--- src/common/scpad_macros.svh ---
`ifndef SCPAD_MACROS_SVH
`define SCPAD_MACROS_SVH

// one dram beat and one scratchpad line
`define SCPAD_BEAT_W 64
`define SCPAD_BEATS_MAX 8
`define SCPAD_BEAT_IDX_W 3
`define SCPAD_LINE_W 512

// bank depth
`define SCPAD_ROWS 16

// dram request side
`define DRAM_ADDR_W 32
`define DRAM_CREDITS 4
`define DRAM_TAG_W 3

`endif

--- src/common/scpad_pkg.sv ---
`include "scpad_macros.svh"

package scpad_pkg;

    // data widths
    typedef logic [`SCPAD_BEAT_W-1:0] beat_data_t;
    typedef logic [`SCPAD_LINE_W-1:0] line_data_t;

    // dram beat address
    typedef logic [`DRAM_ADDR_W-1:0] dram_addr_t;

    // id layout: fill tag on top, beat index in the low bits
    typedef logic [`DRAM_TAG_W+`SCPAD_BEAT_IDX_W-1:0] dram_id_t;

    // beats per line, legal range 1..8
    typedef logic [3:0] beat_cnt_t;

    // bank row select
    typedef logic [$clog2(`SCPAD_ROWS)-1:0] row_idx_t;

    // has to hold the full credit count, not just count-1
    typedef logic [$clog2(`DRAM_CREDITS+1)-1:0] credit_cnt_t;

    // request issuer fsm
    typedef enum logic [1:0] {
        IDLE,
        ISSUE,
        WAIT_LINE
    } issuer_state_t;

endpackage

--- src/design/scpad_config_regs.sv ---
`timescale 1ns/10ps
`include "scpad_macros.svh"

module scpad_config_regs (
    input  logic                clk,
    input  logic                n_rst,
    input  logic                cfg_wr_en,
    input  logic                cfg_sel,
    input  scpad_pkg::dram_addr_t cfg_wdata,
    output scpad_pkg::beat_cnt_t  num_request,
    output scpad_pkg::dram_addr_t dram_base
);
    import scpad_pkg::*;

    logic cnt_legal;

    // beat count must land in 1..8, anything else keeps the old value
    assign cnt_legal = (cfg_wdata != '0) && (cfg_wdata <= dram_addr_t'(`SCPAD_BEATS_MAX));

    // sel 0 -> beat count
    always_ff @(posedge clk or negedge n_rst) begin
        if (!n_rst) begin
            num_request <= beat_cnt_t'(`SCPAD_BEATS_MAX);
        end else if (cfg_wr_en && !cfg_sel && cnt_legal) begin
            num_request <= beat_cnt_t'(cfg_wdata);
        end
    end

    // sel 1 -> dram base address
    always_ff @(posedge clk or negedge n_rst) begin
        if (!n_rst) begin
            dram_base <= '0;
        end else if (cfg_wr_en && cfg_sel) begin
            dram_base <= cfg_wdata;
        end
    end

    // issuer and assembler both compare against this count
    property p_num_request_range;
        @(posedge clk) disable iff (!n_rst)
            (num_request >= beat_cnt_t'(1)) &&
            (num_request <= beat_cnt_t'(`SCPAD_BEATS_MAX));
    endproperty

    a_num_request_range: assert property (p_num_request_range)
        else $error("num_request out of range: %0d", num_request);

endmodule

--- config.mk ---
export PLATFORM = sky130hd
export DESIGN_NAME = scpad_config_regs
export DESIGN_NICKNAME = d
export VERILOG_FILES = /design/src/common/scpad_pkg.sv /design/src/design/scpad_config_regs.sv
export VERILOG_INCLUDE_DIRS = /design/src /design/src/common
export SDC_FILE = /design/constraint.sdc
export NUM_CORES = 1
export LEC_CHECK = 0
export BUFFER_PORTS_ARGS = -buffer_cell sky130_fd_sc_hd__buf_2
export CAP_MARGIN = 10
export CORE_MARGIN = 4
export CORE_UTILIZATION = 48
export CTS_CLUSTER_SIZE = 16
export DETAILED_ROUTE_END_ITERATION = 10
export MAX_ROUTING_LAYER = met4
export PLACE_DENSITY_LB_ADDON = 0.1
export SYNTH_ARGS = -nofsm -noshare
export SYNTH_HDL_FRONTEND = slang
export SYNTH_SLANG_ARGS = --single-unit
--- constraint.sdc ---
create_clock -name clk -period 1.2 [get_ports clk]
set_input_delay 0.06 -clock clk [delete_from_list [all_inputs] [get_ports clk]]
set_output_delay 0.06 -clock clk [all_outputs]
set_load 0.02 [all_outputs]
Word-level counts from Yosys, hierarchy flattened:

Index checks and enable logic that the tools add are counted.

* memories: 0
* output and inout port bits: 36
* flip-flop bits (word level): 36
* bits in writable memories: 0
* ROM bits: 0
* bits in latches: 0
* word-level logic and storage cells: 9

* mux-type cells: 0
* multipliers: 0
* order comparisons: 1
* divide/modulo/power cells: 0
* bitwise gates (word level): 0
* shifts and indexed selects: 0
* equality and inequality tests: 0
* reductions and logical operators: 6
* add/subtract/negate cells: 0

Operators with widths (number)
* less-or-equal comparator 32 x 4 -> 1 bit (second input constant): 1
* nonzero test 32 bit: 1
* logical AND 1 bit: 4
* zero test 1 bit: 1

Logic depth before layout (Yosys ltp):

Gate-level depths: netlist of run 1.

* word-level depth: 3
* depth in mapped cells: 4

Worst setup path after synthesis of run 1:

OpenSTA, ideal clock, no wires.

* path kind: input to register
* start: input port cfg_wdata[18]
* end: register num_request[0]
* cell stages on the path: 4
* arrival time: 1067 ps
* buffers on the path: 0
* setup slack: 8 ps
* path through: nor4_1 -> nand4_1 -> nor3_2 -> mux2_2

* word-level cells in the longest chain between the ends: 3
* elaborated cells between the ends (all ways): 4
* those cells by class: order compare: 1; reduce/logical: 3

RTL lines
* from (decl): RTL line scpad_config_regs.sv:9 `input scpad_pkg::dram_addr_t cfg_wdata,`
* less-or-equal comparator 32 x 4 -> 1 bit or nonzero test 32 bit (tied branches): RTL line scpad_config_regs.sv:18 `` assign cnt_legal = (cfg_wdata != '0) && (cfg_wdata <= dram_addr_t'(`SCPAD_BEATS_MAX)); ``
* logical AND 1 bit *: RTL line scpad_config_regs.sv:18
* logical AND 1 bit *: RTL line scpad_config_regs.sv:24 `end else if (cfg_wr_en && !cfg_sel && cnt_legal) begin`
* to (signal assigned): RTL line scpad_config_regs.sv:23 `` num_request <= beat_cnt_t'(`SCPAD_BEATS_MAX); ``
* to (signal assigned): RTL line scpad_config_regs.sv:25 `num_request <= beat_cnt_t'(cfg_wdata);`
* to (decl): RTL line scpad_config_regs.sv:10 `output scpad_pkg::beat_cnt_t num_request,`

Every way passes the cells marked *; elsewhere a longest branch is shown, timed or not.
A chain may end at the register's enable or synchronous reset.

Final worst setup path of run 1:

* start: input port cfg_wdata[25]
* end: register num_request[1]

The elaborated chain is that of the path after synthesis.

==> results of run 1 <==
## sequential cells by signal (all words and copies together) (netlist names)
register,flops
dram_base,32
num_request,4
## cell usage after synthesis
cell     number  share of area
mux2_2       36           0.29
nor4_1        6          0.027
dfstp_2       1          0.019
buf_2         3          0.011
dfrtp_1      35           0.62
nor3_2        1         0.0071
nand2_1       1         0.0027
nor4b_1       1         0.0062
xor2_1        1         0.0062
nand4_1       2         0.0089
nor2_1        1         0.0027
nor3_1        1         0.0035
## layout by cell type (no fill, tap or decap)
master and count:
buf_12 2, buf_2 71, buf_4 5, clkbuf_1 2, clkbuf_4 5, clkinv_2 1, dfrtp_1 35, dfstp_2 1
dlygate4sd3_1 32, mux2_2 36, nand2_1 1, nand4_1 2, nor2_1 1, nor3_1 1, nor3_2 1, nor4_1 6
nor4b_1 1, xor2_1 1
## final cells by class
class	instances	area [sq um]	area share
well taps	31	38.8	0.0173
multi-input cells	50	495	0.221
clock buffers	7	45.0	0.0201
repair buffers	110	753	0.336
clock inverters	1	5.00	0.00223
flip-flops and latches	36	902	0.403
## kinds of logic after synthesis
family	after synthesis	synth area share
xor+xnor	1	0.00620
buf+inv	3	0.0106
flops	36	0.639
mux	36	0.287
simple gates	13	0.0576
## stage by stage
| step | instance area, sq um | setup TNS [ps] | total power, mW | setup WS [ps] | std cells |
|---|---|---|---|---|---|
| after floorplan | 1410 | 0 | 1.85 | 8.11 | 89 |
| after global placement | 1870 | -1260 | 2.15 | -326 | 195 |
| after global routing | 2240 | 0 | 3.00 | 41.1 | 235 |
| after CTS | 2240 | 0 | 2.86 | 97.0 | 235 |
| after detailed placement | 1870 | -1010 | 2.17 | -265 | 195 |
| final | 2240 | 0 | 2.84 | 69.7 | 235 |
## worst paths after layout
kind                                           startpoint                    endpoint  depth (start not counted)
worst min-delay path                         cfg_wdata[0]  num_request[0]$_DFFE_PN0P_                          3
worst max register to register  dram_base[14]$_DFFE_PN0P_   dram_base[14]$_DFFE_PN0P_                          1
min in group asynchronous                           n_rst   dram_base[11]$_DFFE_PN0P_                          2
max in group asynchronous                           n_rst   dram_base[19]$_DFFE_PN0P_                          3
worst max-delay path                        cfg_wdata[25]  num_request[1]$_DFFE_PN0P_                          6
worst min register to register   dram_base[3]$_DFFE_PN0P_    dram_base[3]$_DFFE_PN0P_                          1
## critical path, stage by stage
cell     delay (ps)
buf_2           110
nor4_1          350
nand4_1         180
nor3_2          170
buf_4           150
mux2_2          330
## power by group through the flow
| stage | sequential (mW) | clock, mW | combinational (mW) |
|---|---|---|---|
| 2_1_floorplan | 1.67 | 0 | 0.181 |
| 3_3_place_gp | 1.46 | 0 | 0.692 |
| 3_5_place_dp | 1.47 | 0 | 0.706 |
| 4_1_cts | 1.44 | 0.634 | 0.787 |
| 5_1_grt | 1.46 | 0.697 | 0.842 |
| 6_report | 1.44 | 0.614 | 0.782 |
## layer usage
metal,track usage,vias up,part of all wire
met4,0.0875,0,0.021
met5,-,-,0
met3,0.0523,8,0.070
li1,-,552,-
met2,0.364,47,0.54
met1,0.230,567,0.37
## what timing repair did
action / CTS / global route
hold buffers: 32 / 0
resized for setup: 0 / 0
endpoints found under the setup margin: 0 / 0
hold endpoints to repair: 53 / 0
==> impl_metrics.ini, run 1 <==
[status]
status = complete, no violations

[timing]
period_share = 0.942
maxSlewViolCount = 0
min_period_ps = 1130
setup_viol = 0
rsz0062_at_grt = no
worst-slew-pin-transition_ps = 472
max_freq_mhz = 885
finalHoldViolCount = 0
whs_ps = 68.4
relSlewSlack = 0.686
finClkSkew_ps = 0

[grt]
track_usage = 0.211
grt_pass1_wl_microns = 6380
grt_max_degree = 23
grt_overflow = 0
antenna_found_initial = 0
grt_pass1_vias = 1369

[worst_setup_path]
setup.worst_path.class = in2reg
r2r_slack_ps = 420
path_max_fanout = 4
worst_setup_path_start_kind = input port
crit_arrival_ps = 1350
required_ps = 1420
crit_path_end_kind = flip-flop

[detailed_routing]
routedWlPerCell_microns = 15.3
detail_route.iter0.violations = 18
wirelength_microns = 3600
vias_per_cell = 5.00
detail_route.drc_violations = 0
vias = 1174
antenna_left = 0
dr.pass1.iters = 4

[clock_tree]
clk_pin_slew_ps = 120
cts_buffers = 5
postCtsSetupRepairBufs = 0
root_buffer = clkbuf_4
htree_levels = 2
clk_latency_ps = 330
cts.path.max_buffers = 2
cts_sinks = 36
tritoncts = built

[power]
p_comb_frac = 0.275
irDropWorstVdd_uv = 1110
switching_share = 0.305
power_density_mw_per_mm2 = 1270
p_int_mw = 1.97
pwr-share-seq = 0.508
p_leak_nw = 1.09
clock_power_share = 0.216
power.switching_uw = 867

[die]
initial_core_util = 0.508
die_x_microns = 62.3
io_pins = 72
fp.coreArea_sq_mm = 0.00278
die_y_microns = 62.3
num_rows = 19
dieArea_sq_mm = 0.00388

[placed_design]
io_buffers = 71
place_congestion = 0.723
hpwl_microns = 2440

[final_layout]
n_fill_cell = 189
finish.utilization = 0.805
layout-drive-gt1-share = 0.598
nets = 239
diodes = 0
syn_to_final_growth_pct = 58.5

[worst_hold_path]
hp-class = in2reg

[flow_run]
maxCapViolCount = 0

[logic_synthesis]
syn_area_per_cell_sq_um = 15.9
synth-seq-area-share = 0.639
synth_cell_types = 12
synth.net_count = 125
synthesis.area_sq_mm = 0.00141
yosys_warnings = 0
synth_seq_cells = 36
netlist_instances = 89
(Power assumes the default switching activity.)
==> run 2: changes to the inputs <==
GPL_TIMING_DRIVEN = 0   (was default)
==> impl_metrics.ini, run 2 (synthesis results as in run 1) <==
[placed_design]
hpwl_microns = 2480
io_buffers = 71
place_congestion = 0.758
place_inst = 191

[timing]
finClkSkew_ps = 0
period_share = 0.923
finalHoldViolCount = 0
setup_viol = 0
rsz0062_at_grt = no
min_period_ps = 1110
maxSlewViolCount = 0
worst-slew-pin-transition_ps = 794
relSlewSlack = 0.470
max_freq_mhz = 902

[worst_setup_path]
required_ps = 1430
worstSetupStartpoint = cfg_wdata[18]
critPathBufInv = 1
worst_setup_path_start_kind = input port
r2r-start = dram_base[0]$_DFFE_PN0P_
crit_path_end_kind = flip-flop
crit_path_top_delay_cell = mux2_2
crit_arrival_ps = 1340
crit_family = simple AND/OR/NAND/NOR gates
setup.worst_path.class = in2reg
crit_chain = buf_2, nor4_1, nand4_1, nor3_4, mux2_2
max_stage_delay_ps = 360
path_max_fanout = 4

[clock_tree]
cts.path.max_buffers = 2
clk_latency_ps = 340
tritoncts = built
cts_sinks = 36
cts_buffers = 5
htree_levels = 2
clk_pin_slew_ps = 100
postCtsSetupRepairBufs = 0
root_buffer = clkbuf_4

[die]
num_rows = 19
die_y_microns = 62.3
dieArea_sq_mm = 0.00388
die_x_microns = 62.3
fp.coreArea_sq_mm = 0.00278
initial_core_util = 0.508
io_pins = 72

[detailed_routing]
detail_route.drc_violations = 0
antenna_left = 0
vias = 1174
detail_route.iter0.violations = 26
dr.pass1.iters = 3
vias_per_cell = 5.06
routedWlPerCell_microns = 16.0
wirelength_microns = 3700

[final_layout]
layout_commonest_cell = buf_2
nets = 236
layout-drive-gt1-share = 0.602
largest_reg_flops = 32
layout_common_cells = buf_2 (74), mux2_2 (36), dfrtp_1 (35)
syn_to_final_growth_pct = 58.0
largest_register = dram_base
top_regs = dram_base: 32 flops, num_request: 4 flops
diodes = 0
stdcell_count = 232

[grt]
grt_pass1_wl_microns = 6380
track_usage = 0.213
antenna_found_initial = 0
grt_pass1_vias = 1381
grt_overflow = 0
grt_max_degree = 37

[power]
power_density_mw_per_mm2 = 1370
irDropWorstVdd_uv = 1240
total_power_mw = 3.05
p_leak_nw = 1.08

[status]
status = complete, no violations

[flow_run]
maxCapViolCount = 0

[worst_hold_path]
hp-class = in2reg
min_from = cfg_sel
[run 2: changes by cell type in the layout (fill, tap and decap cells not counted), sizes merged]
cell / previous run / this run
bufinv: 0 / 1
dlygate4sd3: 32 / 33
buf: 78 / 74
clkbuf: 7 / 6
[run 2: what timing repair did]
item	in CTS	in global routing
setup endpoints to repair	0	3
hold buffers	33	0
endpoints found under the hold margin	71	0
resized for setup	0	3
[run 2: where the power goes]
group	leakage [nW]	internal [mW]	switching, mW	total [mW]
sequential	0.428	1.37	0.0739	1.44
clock	0.0422	0.437	0.397	0.834
combinational	0.614	0.359	0.414	0.773
[run 2: worst paths after layout]
check,endpoint,slack [ps],cells after the start
setup / recovery,num_request[0]$_DFFE_PN0P_,90,5
hold / removal,dram_base[31]$_DFFE_PN0P_,170,3
setup reg to reg,dram_base[0]$_DFFE_PN0P_,410,1
hold reg to reg,num_request[1]$_DFFE_PN0P_,510,1
max in group asynchronous,dram_base[16]$_DFFE_PN0P_,360,2
min in group asynchronous,dram_base[14]$_DFFE_PN0P_,340,2
[run 2: stage by stage]
step	worst slack (ps)	instance area [sq um]	utilization	hold slack (ps)	setup TNS (ps)
floorplan	8.11	1410	-	-236	0
global placement	-360	1810	0.650	172	-1390
global route	21.9	2230	0.803	192	0
finish	91.9	2230	0.803	167	0
detailed placement	-355	1810	0.650	186	-1370
CTS	28.8	2210	0.796	147	0
[run 2: layer usage]
metal  track usage  up-vias  share of wire
met5             -        -              0
met2         0.369       42           0.54
met3        0.0577        8          0.058
li1              -      551              -
met1         0.228      573           0.38
met4        0.0849        0          0.019
[run 2: cell type report]
| type | count | area (sq um) |
|---|---|---|
| fillers | 175 | 549 |
| clock inverters | 2 | 35.0 |
| repair buffers | 104 | 686 |
| clock buffers | 6 | 41.3 |
| flip-flops and latches | 36 | 902 |
| multi-input cells | 50 | 514 |
| well taps | 31 | 38.8 |
| plain buffers | 3 | 15.0 |
[run 2: worst min-delay path, cell delays in order]
cell     delay [ps]
buf_2           110
nand2_1         130
mux2_2          170
