<file path="src/common/scpad_macros.svh">
`ifndef SCPAD_MACROS_SVH
`define SCPAD_MACROS_SVH

// one dram beat and one scratchpad line
`define SCPAD_BEAT_W 64
`define SCPAD_BEATS_MAX 8
`define SCPAD_BEAT_IDX_W 3
`define SCPAD_LINE_W 512

// bank depth
`define SCPAD_ROWS 16

// dram request side
`define DRAM_ADDR_W 32
`define DRAM_CREDITS 4
`define DRAM_TAG_W 3

`endif

</file>
<file path="src/common/scpad_pkg.sv">
`include "scpad_macros.svh"

package scpad_pkg;

    // data widths
    typedef logic [`SCPAD_BEAT_W-1:0] beat_data_t;
    typedef logic [`SCPAD_LINE_W-1:0] line_data_t;

    // dram beat address
    typedef logic [`DRAM_ADDR_W-1:0] dram_addr_t;

    // id layout: fill tag on top, beat index in the low bits
    typedef logic [`DRAM_TAG_W+`SCPAD_BEAT_IDX_W-1:0] dram_id_t;

    // beats per line, legal range 1..8
    typedef logic [3:0] beat_cnt_t;

    // bank row select
    typedef logic [$clog2(`SCPAD_ROWS)-1:0] row_idx_t;

    // has to hold the full credit count, not just count-1
    typedef logic [$clog2(`DRAM_CREDITS+1)-1:0] credit_cnt_t;

    // request issuer fsm
    typedef enum logic [1:0] {
        IDLE,
        ISSUE,
        WAIT_LINE
    } issuer_state_t;

endpackage

</file>
<file path="src/dram_fill/dram_request_issuer.sv">
`timescale 1ns/10ps
`include "scpad_macros.svh"

module dram_request_issuer (
    input  logic                  clk,
    input  logic                  n_rst,
    input  logic                  cmd_valid,
    input  scpad_pkg::dram_addr_t cmd_line_addr,
    input  scpad_pkg::row_idx_t   cmd_row,
    input  scpad_pkg::beat_cnt_t  num_request,
    input  scpad_pkg::dram_addr_t dram_base,
    input  logic                  dram_credit_return,
    input  logic                  line_done,
    output logic                  cmd_ready,
    output logic                  dram_req_valid,
    output scpad_pkg::dram_addr_t dram_req_addr,
    output scpad_pkg::dram_id_t   dram_req_id,
    output scpad_pkg::row_idx_t   fill_row
);
    import scpad_pkg::*;

    issuer_state_t           state, state_nxt;
    beat_cnt_t               issued_cnt;
    credit_cnt_t             credits;
    logic [`DRAM_TAG_W-1:0]  fill_tag;
    dram_addr_t              line_base;
    logic                    cmd_accept;
    logic                    last_beat;

    assign cmd_ready  = (state == IDLE);
    assign cmd_accept = cmd_valid && cmd_ready;

    // one beat per cycle, only with a credit in hand
    assign dram_req_valid = (state == ISSUE) && (credits != '0);
    assign last_beat      = (issued_cnt == num_request - beat_cnt_t'(1));

    assign dram_req_addr = line_base + dram_addr_t'(issued_cnt);
    assign dram_req_id   = {fill_tag, issued_cnt[`SCPAD_BEAT_IDX_W-1:0]};

    always_comb begin
        state_nxt = state;
        case (state)
            IDLE:      if (cmd_accept) state_nxt = ISSUE;
            ISSUE:     if (dram_req_valid && last_beat) state_nxt = WAIT_LINE;
            WAIT_LINE: if (line_done) state_nxt = IDLE;
            default:   state_nxt = IDLE;
        endcase
    end

    always_ff @(posedge clk or negedge n_rst) begin
        if (!n_rst) begin
            state      <= IDLE;
            issued_cnt <= '0;
            fill_tag   <= '0;
        end else begin
            state <= state_nxt;
            if (cmd_accept) begin
                issued_cnt <= '0;
                fill_tag   <= fill_tag + 1'b1;
            end else if (dram_req_valid) begin
                issued_cnt <= issued_cnt + beat_cnt_t'(1);
            end
        end
    end

    // spend on request, refill on return; both at once is a wash
    always_ff @(posedge clk or negedge n_rst) begin
        if (!n_rst) begin
            credits <= credit_cnt_t'(`DRAM_CREDITS);
        end else begin
            case ({dram_req_valid, dram_credit_return})
                2'b10:   credits <= credits - 1'b1;
                2'b01:   credits <= credits + 1'b1;
                default: credits <= credits;
            endcase
        end
    end

    // line base and destination row, held for the whole fill
    always_ff @(posedge clk) begin
        if (cmd_accept) begin
            line_base <= dram_base + (cmd_line_addr << `SCPAD_BEAT_IDX_W);
            fill_row  <= cmd_row;
        end
    end

    a_no_req_without_credit: assert property (
        @(posedge clk) disable iff (!n_rst)
            dram_req_valid |-> (credits != '0))
        else $error("request issued with zero credits");

    // a return with nothing outstanding would push us past the limit
    a_credit_ceiling: assert property (
        @(posedge clk) disable iff (!n_rst)
            credits <= credit_cnt_t'(`DRAM_CREDITS))
        else $error("credit count %0d above limit", credits);

endmodule

</file>
<file path="config.mk">
export PLATFORM = sky130hd
export DESIGN_NAME = dram_request_issuer
export DESIGN_NICKNAME = d
export VERILOG_FILES = /design/src/common/scpad_pkg.sv /design/src/dram_fill/dram_request_issuer.sv
export VERILOG_INCLUDE_DIRS = /design/src /design/src/common
export SDC_FILE = /design/constraint.sdc
export NUM_CORES = 1
export LEC_CHECK = 0
export ABC_AREA = 1
export BUFFER_PORTS_ARGS = -buffer_cell sky130_fd_sc_hd__clkbuf_2
export CELL_PAD_IN_SITES_DETAIL_PLACEMENT = 1
export CELL_PAD_IN_SITES_GLOBAL_PLACEMENT = 2
export CORE_ASPECT_RATIO = 0.75
export CORE_UTILIZATION = 25
export CTS_BUF_LIST = sky130_fd_sc_hd__clkbuf_8 sky130_fd_sc_hd__clkbuf_16
export CTS_CLUSTER_DIAMETER = 30
export DETAILED_ROUTE_END_ITERATION = 10
export GPL_TIMING_DRIVEN = 0
export PLACE_DENSITY_LB_ADDON = 0.1
export SKIP_CTS_REPAIR_TIMING = 1
export SYNTH_ARGS = -nofsm -noshare
export SYNTH_HDL_FRONTEND = slang
export SYNTH_SLANG_ARGS = --single-unit
export TNS_END_PERCENT = 5
</file>
<file path="constraint.sdc">
create_clock -name clk -period 2.71 [get_ports clk]
set_input_delay 0.813 -clock clk [delete_from_list [all_inputs] [get_ports clk]]
set_output_delay 0.813 -clock clk [all_outputs]
set_load 0.01 [all_outputs]
</file>
Word-level counts from Yosys, hierarchy flattened. Cells that the tools add are included. Widths: inputs -> output; s select.

Multiplexer cells: 7. Add/sub/neg operators: 7. Reductions and logical operators: 8. Equal/unequal tests: 8.

Operators with widths (number): $add 32x32->32 (1); $add 32x4->32 (1); $mux 4 (2); $add 3x1->3 const B (2); $mux 2 (3); $pmux 2 s3 (1); $pmux 3 s2 (1); $add 4x1->4 const B (1); $eq 2x1->1 const B (2); $eq 2x2->1 const B (2); $eq 4x4->1 (1); $ne 2x1->1 const B (2); $reduce_bool 2->1 (2); $sub 4x1->4 const B (1); $logic_and 1x1->1 (3); $reduce_and 3->1 (1); $reduce_bool 3->1 (1); $sub 3x1->3 const B (1); $logic_not 2->1 (1); $ne 2x2->1 const B (1).

Input port bits: 77. Bits in registers: 48. Output and inout bits: 44.

Longest topological paths before layout. Gate-level depths: netlist (run 1).

Depth in word-level cells: 5. Depth in mapped cells: 12. Mapped depth without buffers: 12.

Worst setup path after synthesis (run 1). OpenSTA, ideal clock, no wires.

Path type: register to output. From: reg issued_cnt[0]. To: out dram_req_addr[14]. Path slack: 104 ps. Data arrival time: 1793 ps. Path buffers: 0. Stages on the path, launching flop included: 10. Required time: 1897 ps. Path through: dfrtp_1 ha_1 fa_1 nand2_1 nand2_1 o21ai_2 nor2_2 inv_2 nor2_2 xor2_1.

Cells in the longest elaborated chain, start to end: 1.

RTL lines: from (decl) (RTL line dram_request_issuer.sv:23) `beat_cnt_t issued_cnt;`; from (signal assigned) (RTL line dram_request_issuer.sv:61) `issued_cnt <= issued_cnt + beat_cnt_t'(1);`; $add 32x4->32 (RTL line dram_request_issuer.sv:37) `assign dram_req_addr = line_base + dram_addr_t'(issued_cnt);`; to (decl) (RTL line dram_request_issuer.sv:16) `output scpad_pkg::dram_addr_t dram_req_addr,`.

No other way between the ends.

Final worst setup path (run 1).
From: reg line_base[0]. To: out dram_req_addr[10].

Cells in the longest elaborated chain, start to end: 1.

RTL lines: from (decl) (RTL line dram_request_issuer.sv:26) `dram_addr_t line_base;`; from (signal assigned) (RTL line dram_request_issuer.sv:82) `` line_base <= dram_base + (cmd_line_addr << `SCPAD_BEAT_IDX_W); ``; $add 32x4->32 (RTL line dram_request_issuer.sv:37).

No other way between the ends.

==> results of run 1 <==
[state kept, by name, indices dropped and copies added, names as in the netlist]
register and count:
line_base 32, state 2, fill_tag 3, issued_cnt 4
fill_row 4, credits 3
[routing by layer]
layer	wire, um	GRT usage, %
met1	8965	25.85
met2	6607	25.00
met3	416	1.588
met4	174	3.680
met5	0	0
[report_power, final]
| part | switching (uW) | internal [uW] |
|---|---|---|
| registers | 211 | 1040 |
| clock network | 258 | 335 |
| logic | 1160 | 803 |
| total | 1630 | 2180 |
[per-stage QoR]
| step | power (uW) | hold slack, ns | TNS [ns] | std cells | utilization [%] |
|---|---|---|---|---|---|
| finish | 3810 | 0.4032 | -2.261 | 1112 | 32.38 |
| global route | 4163 | 0.4168 | -5.775 | 1112 | 32.38 |
| CTS | 3701 | 0.4055 | -10.03 | 1106 | 31.60 |
| detailed placement | 3090 | 0.4972 | -2.326 | 1098 | 30.85 |
| global placement | 2999 | 0.4627 | -1.623 | 1097 | 30.70 |
| floorplan | 2378 | 0.4738 | 0 | 733 | - |
[cells by family (layout without fill, tap and decap cells)]
family	Yosys count	after routing
compound gates	32	32
xor+xnor	50	50
mux	1	1
fa+ha+maj	39	39
simple gates	433	433
flops	48	48
buf+inv	130	262
[worst max-delay path, cell delays in order (launching register included)]
cell and delay, ns:
edfxtp_1 0.42, ha_4 0.20, fa_2 0.38, nand2_2 0.08, nand2_2 0.06, o21ai_4 0.10, nor2_4 0.08, inv_4 0.10
nor3_4 0.06, xor2_1 0.15, buf_2 0.14
[worst paths after layout]
kind,endpoint,slack [ns],depth (start not counted)
max in group asynchronous,credits[2],2.02,1
worst min-delay path,credits[1],0.40,1
worst max register to register,credits[1],0.50,7
worst min register to register,credits[2],0.50,2
worst max-delay path,dram_req_addr[10],-0.17,10
min in group clk,credits[2],0.50,2
[final cells by class]
type / instances / area share (%)
multi-input combinational: 555 / 50.59
sequential: 48 / 22.87
timing repair buffer: 124 / 10.86
inverter: 127 / 7.905
tap: 247 / 5.098
clock buffer: 5 / 2.064
buffer: 3 / 0.3715
clock inverter: 3 / 0.2477
[cells in the final DEF, fill, tap and decap left out, drive strengths merged, types with 17 or more instances in the layout]
| cell type | n |
|---|---|
| xnor2 | 17 |
| nor2 | 63 |
| buf | 19 |
| clkbuf | 113 |
| nand3 | 50 |
| inv | 128 |
| nand2 | 280 |
| xor2 | 33 |
| ha | 36 |
| edfxtp | 36 |
| a21oi | 23 |
[cell usage after synthesis]
library cell	instances
a21o_1	2
a21oi_1	23
and2_1	2
buf_4	3
dfrtp_1	11
dfstp_2	1
edfxtp_1	36
fa_1	3
ha_1	36
inv_1	125
inv_2	2
mux2_2	1
nand2_1	276
nand2_2	3
nand2_4	1
nand3_1	50
nand3b_1	6
nand4_1	11
nor2_1	58
nor2_2	3
nor2_4	2
nor3_1	13
nor3_2	2
nor3_4	1
nor4_1	4
o21a_1	1
o21ai_0	3
o21ai_2	1
o22ai_1	1
o31ai_1	1
or2_4	1
xnor2_1	17
xor2_1	33
==> flow_summary.yaml, run 1 <==
run_status:
  status: "finished with violations"
  violations: "setup timing"
synthesis:
  synth_top_area_share_pct: 22.27
  synthAdderAreaFrac_pct: 10.52
  synthCells: 733
  synth_top_family_by_area: "simple AND/OR/NAND/NOR gates"
  syn_avg_cell_area_um2: 6.621
  netlist_area_um2: 4853
  ys_ff_latch: 48
  synth-simple-area-share_pct: 37.84
  synth_area_leaders: "edfxtp_1 22%, nand2_1 21%, inv_1 9.7%, ha_1 9.3%, xor2_1 6.0%"
  synth_xor_area_share_pct: 9.023
  yosys.cell_types.count: 33
  synth_fp_nets: 849
  muxShareOfSynthArea_pct: 0.2320
  synth_compound_area_share_pct: 3.609
  synth.yosys.seq_area_share_pct: 28.49
  ys_warn_count: 0
  synth_area_leader_cell: "edfxtp_1"
clock_tree:
  numCtsBuffers: 5
  cts_tree: "done"
  cts.path.max_buffers: 2
  clock-root-buffer: "clkbuf_16"
  clock_latency_ns: 0.29
  clock_sinks: 48
  clk_pin_slew_ns: 0.07
  htreeDepth: 2
timing:
  slew_violations: 0
  hold_viol_final: 0
  rsz0062_at_grt: "true"
  worst_pin_slew_ns: 0.6553
  fin_ws_ns: -0.1738
  fin_crit_ns: 2.884
  setup-violations-final: 22
  skew_ns: 0.008583
  fmax_ghz: 0.3468
  timing.final.crit_share_pct: 106.4
  relSlewSlack_pct: 56.27
die:
  rows: 43
  dieArea_um2: 19980
  core_um2: 18720
  num_io_pins: 121
  die_h_um: 122.7
  start_util_pct: 25.92
  dieWidth_um: 162.9
worst_setup_path:
  path_max_fanout: 5
  critPathLaunch: "line_base[0]"
  worst-setup-path-type: "register to primary output"
  required_ns: 1.90
  crit_arrival_ns: 2.07
  end_kind: "primary output"
  r2r-start: "credits[2]"
  critPathLaunchType: "register"
grt:
  grt-ovfl-total: 0
  track_usage_pct: 16.82
  grt_start_max_net_pins: 28
  grt_first_pass_wirelength_mm: 25.90
  antenna_found_initial: 0
  grt_pass1_vias: 5054
detailed_routing:
  via_per_inst: 4.348
  drc: 0
  ant_nets: 0
  num_vias: 4835
  drt_iter0_drc: 174
  dr.pass1.iters: 6
  wirelength_mm: 16.16
  wire_per_inst_um: 14.54
placement:
  place_ws_ns: -0.2219
  port-buffer-count: 117
  routabilityCongestion: 0.8117
  hpwl_mm: 14.47
  dpl_cell_area_um2: 5776
worst_hold_path:
  hold_path.class: "primary input to async pin"
cells_and_area:
  drive_gt1_share_pct: 19.19
  register_area_um2: 1386
  nNetsFinal: 980
  finalInstanceArea_um2: 6062
  multi_input_area_um2: 3067
  antenna_cells: 0
  synthToLayoutAreaGrowth_pct: 24.90
  fillers: 2449
flow_run:
  maxCapViolCount: 0
power_and_ir_drop:
  peakVddDrop_mv: 0.2721
  p_per_area_nw_per_um2: 628.5
  p_leak_uw: 0.003290
No activity file was read; power rests on OpenSTA's default activity.
==> inputs of run 2 (changes only) <==
- TNS_END_PERCENT: 5 -> 50
==> run 2 against run 1 <==
Power up 2.5%. Clock skew about the same. Final area up 1.6%. Critical path type unchanged. The run still ends with setup timing left. Register-to-register slack about the same. Highest routed layer unchanged. Wire length up 0.76%. Clock power about the same.
==> flow_summary.yaml, run 2 (synthesis results as in run 1) <==
cells_and_area:
  largest_reg_flops: 32
  fillers: 2439
  drive_gt1_share_pct: 20.55
  nNetsFinal: 986
  final_cell_mix: "272 x nand2_1, 126 x inv_1, 101 x clkbuf_2, 56 x nor2_1, 50 x nand3_1"
  postLayoutCoreUtil_pct: 32.89
  synthToLayoutAreaGrowth_pct: 26.89
  largest_registers: "line_base (32), fill_row (4), issued_cnt (4)"
  regMostFlops: "line_base"
  final_common_cell: "nand2_1"
  antenna_cells: 0
grt:
  grt_start_max_net_pins: 28
  grt-ovfl-total: 0
  grt_pass1_vias: 5054
  antenna_found_initial: 0
  grt_first_pass_wirelength_mm: 25.90
  track_usage_pct: 16.82
timing:
  setup-violations-final: 22
  hold_viol_final: 0
  worst_pin_slew_ns: 0.6573
  fmax_ghz: 0.3463
  fin_crit_ns: 2.887
  relSlewSlack_pct: 56.13
  skew_ns: 0.008889
  fin_ws_ns: -0.1774
  slew_violations: 0
  rsz0062_at_grt: "true"
  timing.final.crit_share_pct: 106.5
worst_setup_path:
  crit_arrival_ns: 2.07
  end_kind: "primary output"
  path_max_fanout: 5
  worst-setup-path-type: "register to primary output"
  critPathLaunchType: "register"
  required_ns: 1.90
detailed_routing:
  ant_nets: 0
  via_per_inst: 4.359
  num_vias: 4873
  drc: 0
  wire_per_inst_um: 14.57
  dr.pass1.iters: 5
  drt_iter0_drc: 193
  wirelength_mm: 16.29
die:
  rows: 43
  die_h_um: 122.7
  start_util_pct: 25.92
  core_um2: 18720
  dieWidth_um: 162.9
  dieArea_um2: 19980
  num_io_pins: 121
clock_tree:
  clock-root-buffer: "clkbuf_16"
  clk_pin_slew_ns: 0.07
  cts_tree: "done"
  cts.path.max_buffers: 2
  clock_latency_ns: 0.29
  htreeDepth: 2
  numCtsBuffers: 5
  clock_sinks: 48
power_and_ir_drop:
  power_uw: 3906
  p_leak_uw: 0.003330
  p_per_area_nw_per_um2: 634.2
  peakVddDrop_mv: 0.2835
run_status:
  violations: "setup timing"
  status: "finished with violations"
flow_run:
  maxCapViolCount: 0
placement:
  port-buffer-count: 117
  place_ws_ns: -0.2219
  hpwl_mm: 14.47
  routabilityCongestion: 0.8117
worst_hold_path:
  hold_path.class: "primary input to async pin"
-- run 2: area by class of cell --
| type | instances | area (um^2) | share of cell area [%] |
|---|---|---|---|
| flip-flops and latches | 48 | 1386 | 22.51 |
| repair buffers | 130 | 703.2 | 11.42 |
| multi-input cells | 555 | 3118 | 50.63 |
| plain buffers | 3 | 22.52 | 0.3657 |
| clock inverters | 3 | 15.01 | 0.2438 |
| inverters | 127 | 479.2 | 7.781 |
| well taps | 247 | 309.0 | 5.018 |
| clock buffers | 5 | 125.1 | 2.032 |
-- run 2: worst max-delay path, stage by stage, from the launching register on --
cell and delay [ns]:
dfrtp_2 0.40, ha_4 0.15, fa_2 0.23, nand2_2 0.06
nand2_2 0.08, o21ai_4 0.08, nor2_4 0.15, inv_4 0.07
nor3_4 0.25, nand2_1 0.08, nand2_1 0.07, nand2_1 0.05
clkbuf_2 0.12
-- run 2: per-stage QoR --
| stage | std cells | hold slack [ns] | setup TNS, ns | area (um^2) |
|---|---|---|---|---|
| floorplan | 733 | 0.4738 | 0 | 4853 |
| global placement | 1097 | 0.4627 | -1.623 | 5748 |
| detailed placement | 1098 | 0.4972 | -2.326 | 5776 |
| CTS | 1106 | 0.4055 | -10.03 | 5916 |
| global route | 1118 | 0.4168 | -5.182 | 6158 |
| finish | 1118 | 0.4002 | -2.195 | 6158 |
-- run 2: path summary, 6_finish.rpt --
kind	startpoint	to	slack, ns	depth (start not counted)
setup / recovery	issued_cnt[0]	dram_req_addr[26]	-0.18	12
hold / removal	n_rst	credits[1]	0.40	1
setup reg to reg	credits[2]	credits[1]	0.50	7
hold reg to reg	credits[2]	credits[2]	0.50	2
max in group asynchronous	n_rst	credits[2]	2.02	1
min in group clk	credits[2]	credits[2]	0.50	2
-- run 2: per-layer routing --
metal | part of all wire (%) | wire [um] | track usage, % | up-vias
met5 | 0 | 0 | 0 | -
met3 | 2.5 | 403 | 1.588 | 11
li1 | - | - | - | 2563
met1 | 55 | 9031 | 25.85 | 2217
met4 | 1.1 | 175 | 3.680 | 0
met2 | 41 | 6675 | 25.00 | 82
-- run 2: where the power goes --
group	switching (uW)	total (uW)	internal (uW)
sequential	215	1260	1040
combinational	1190	2050	866
clock	262	597	335
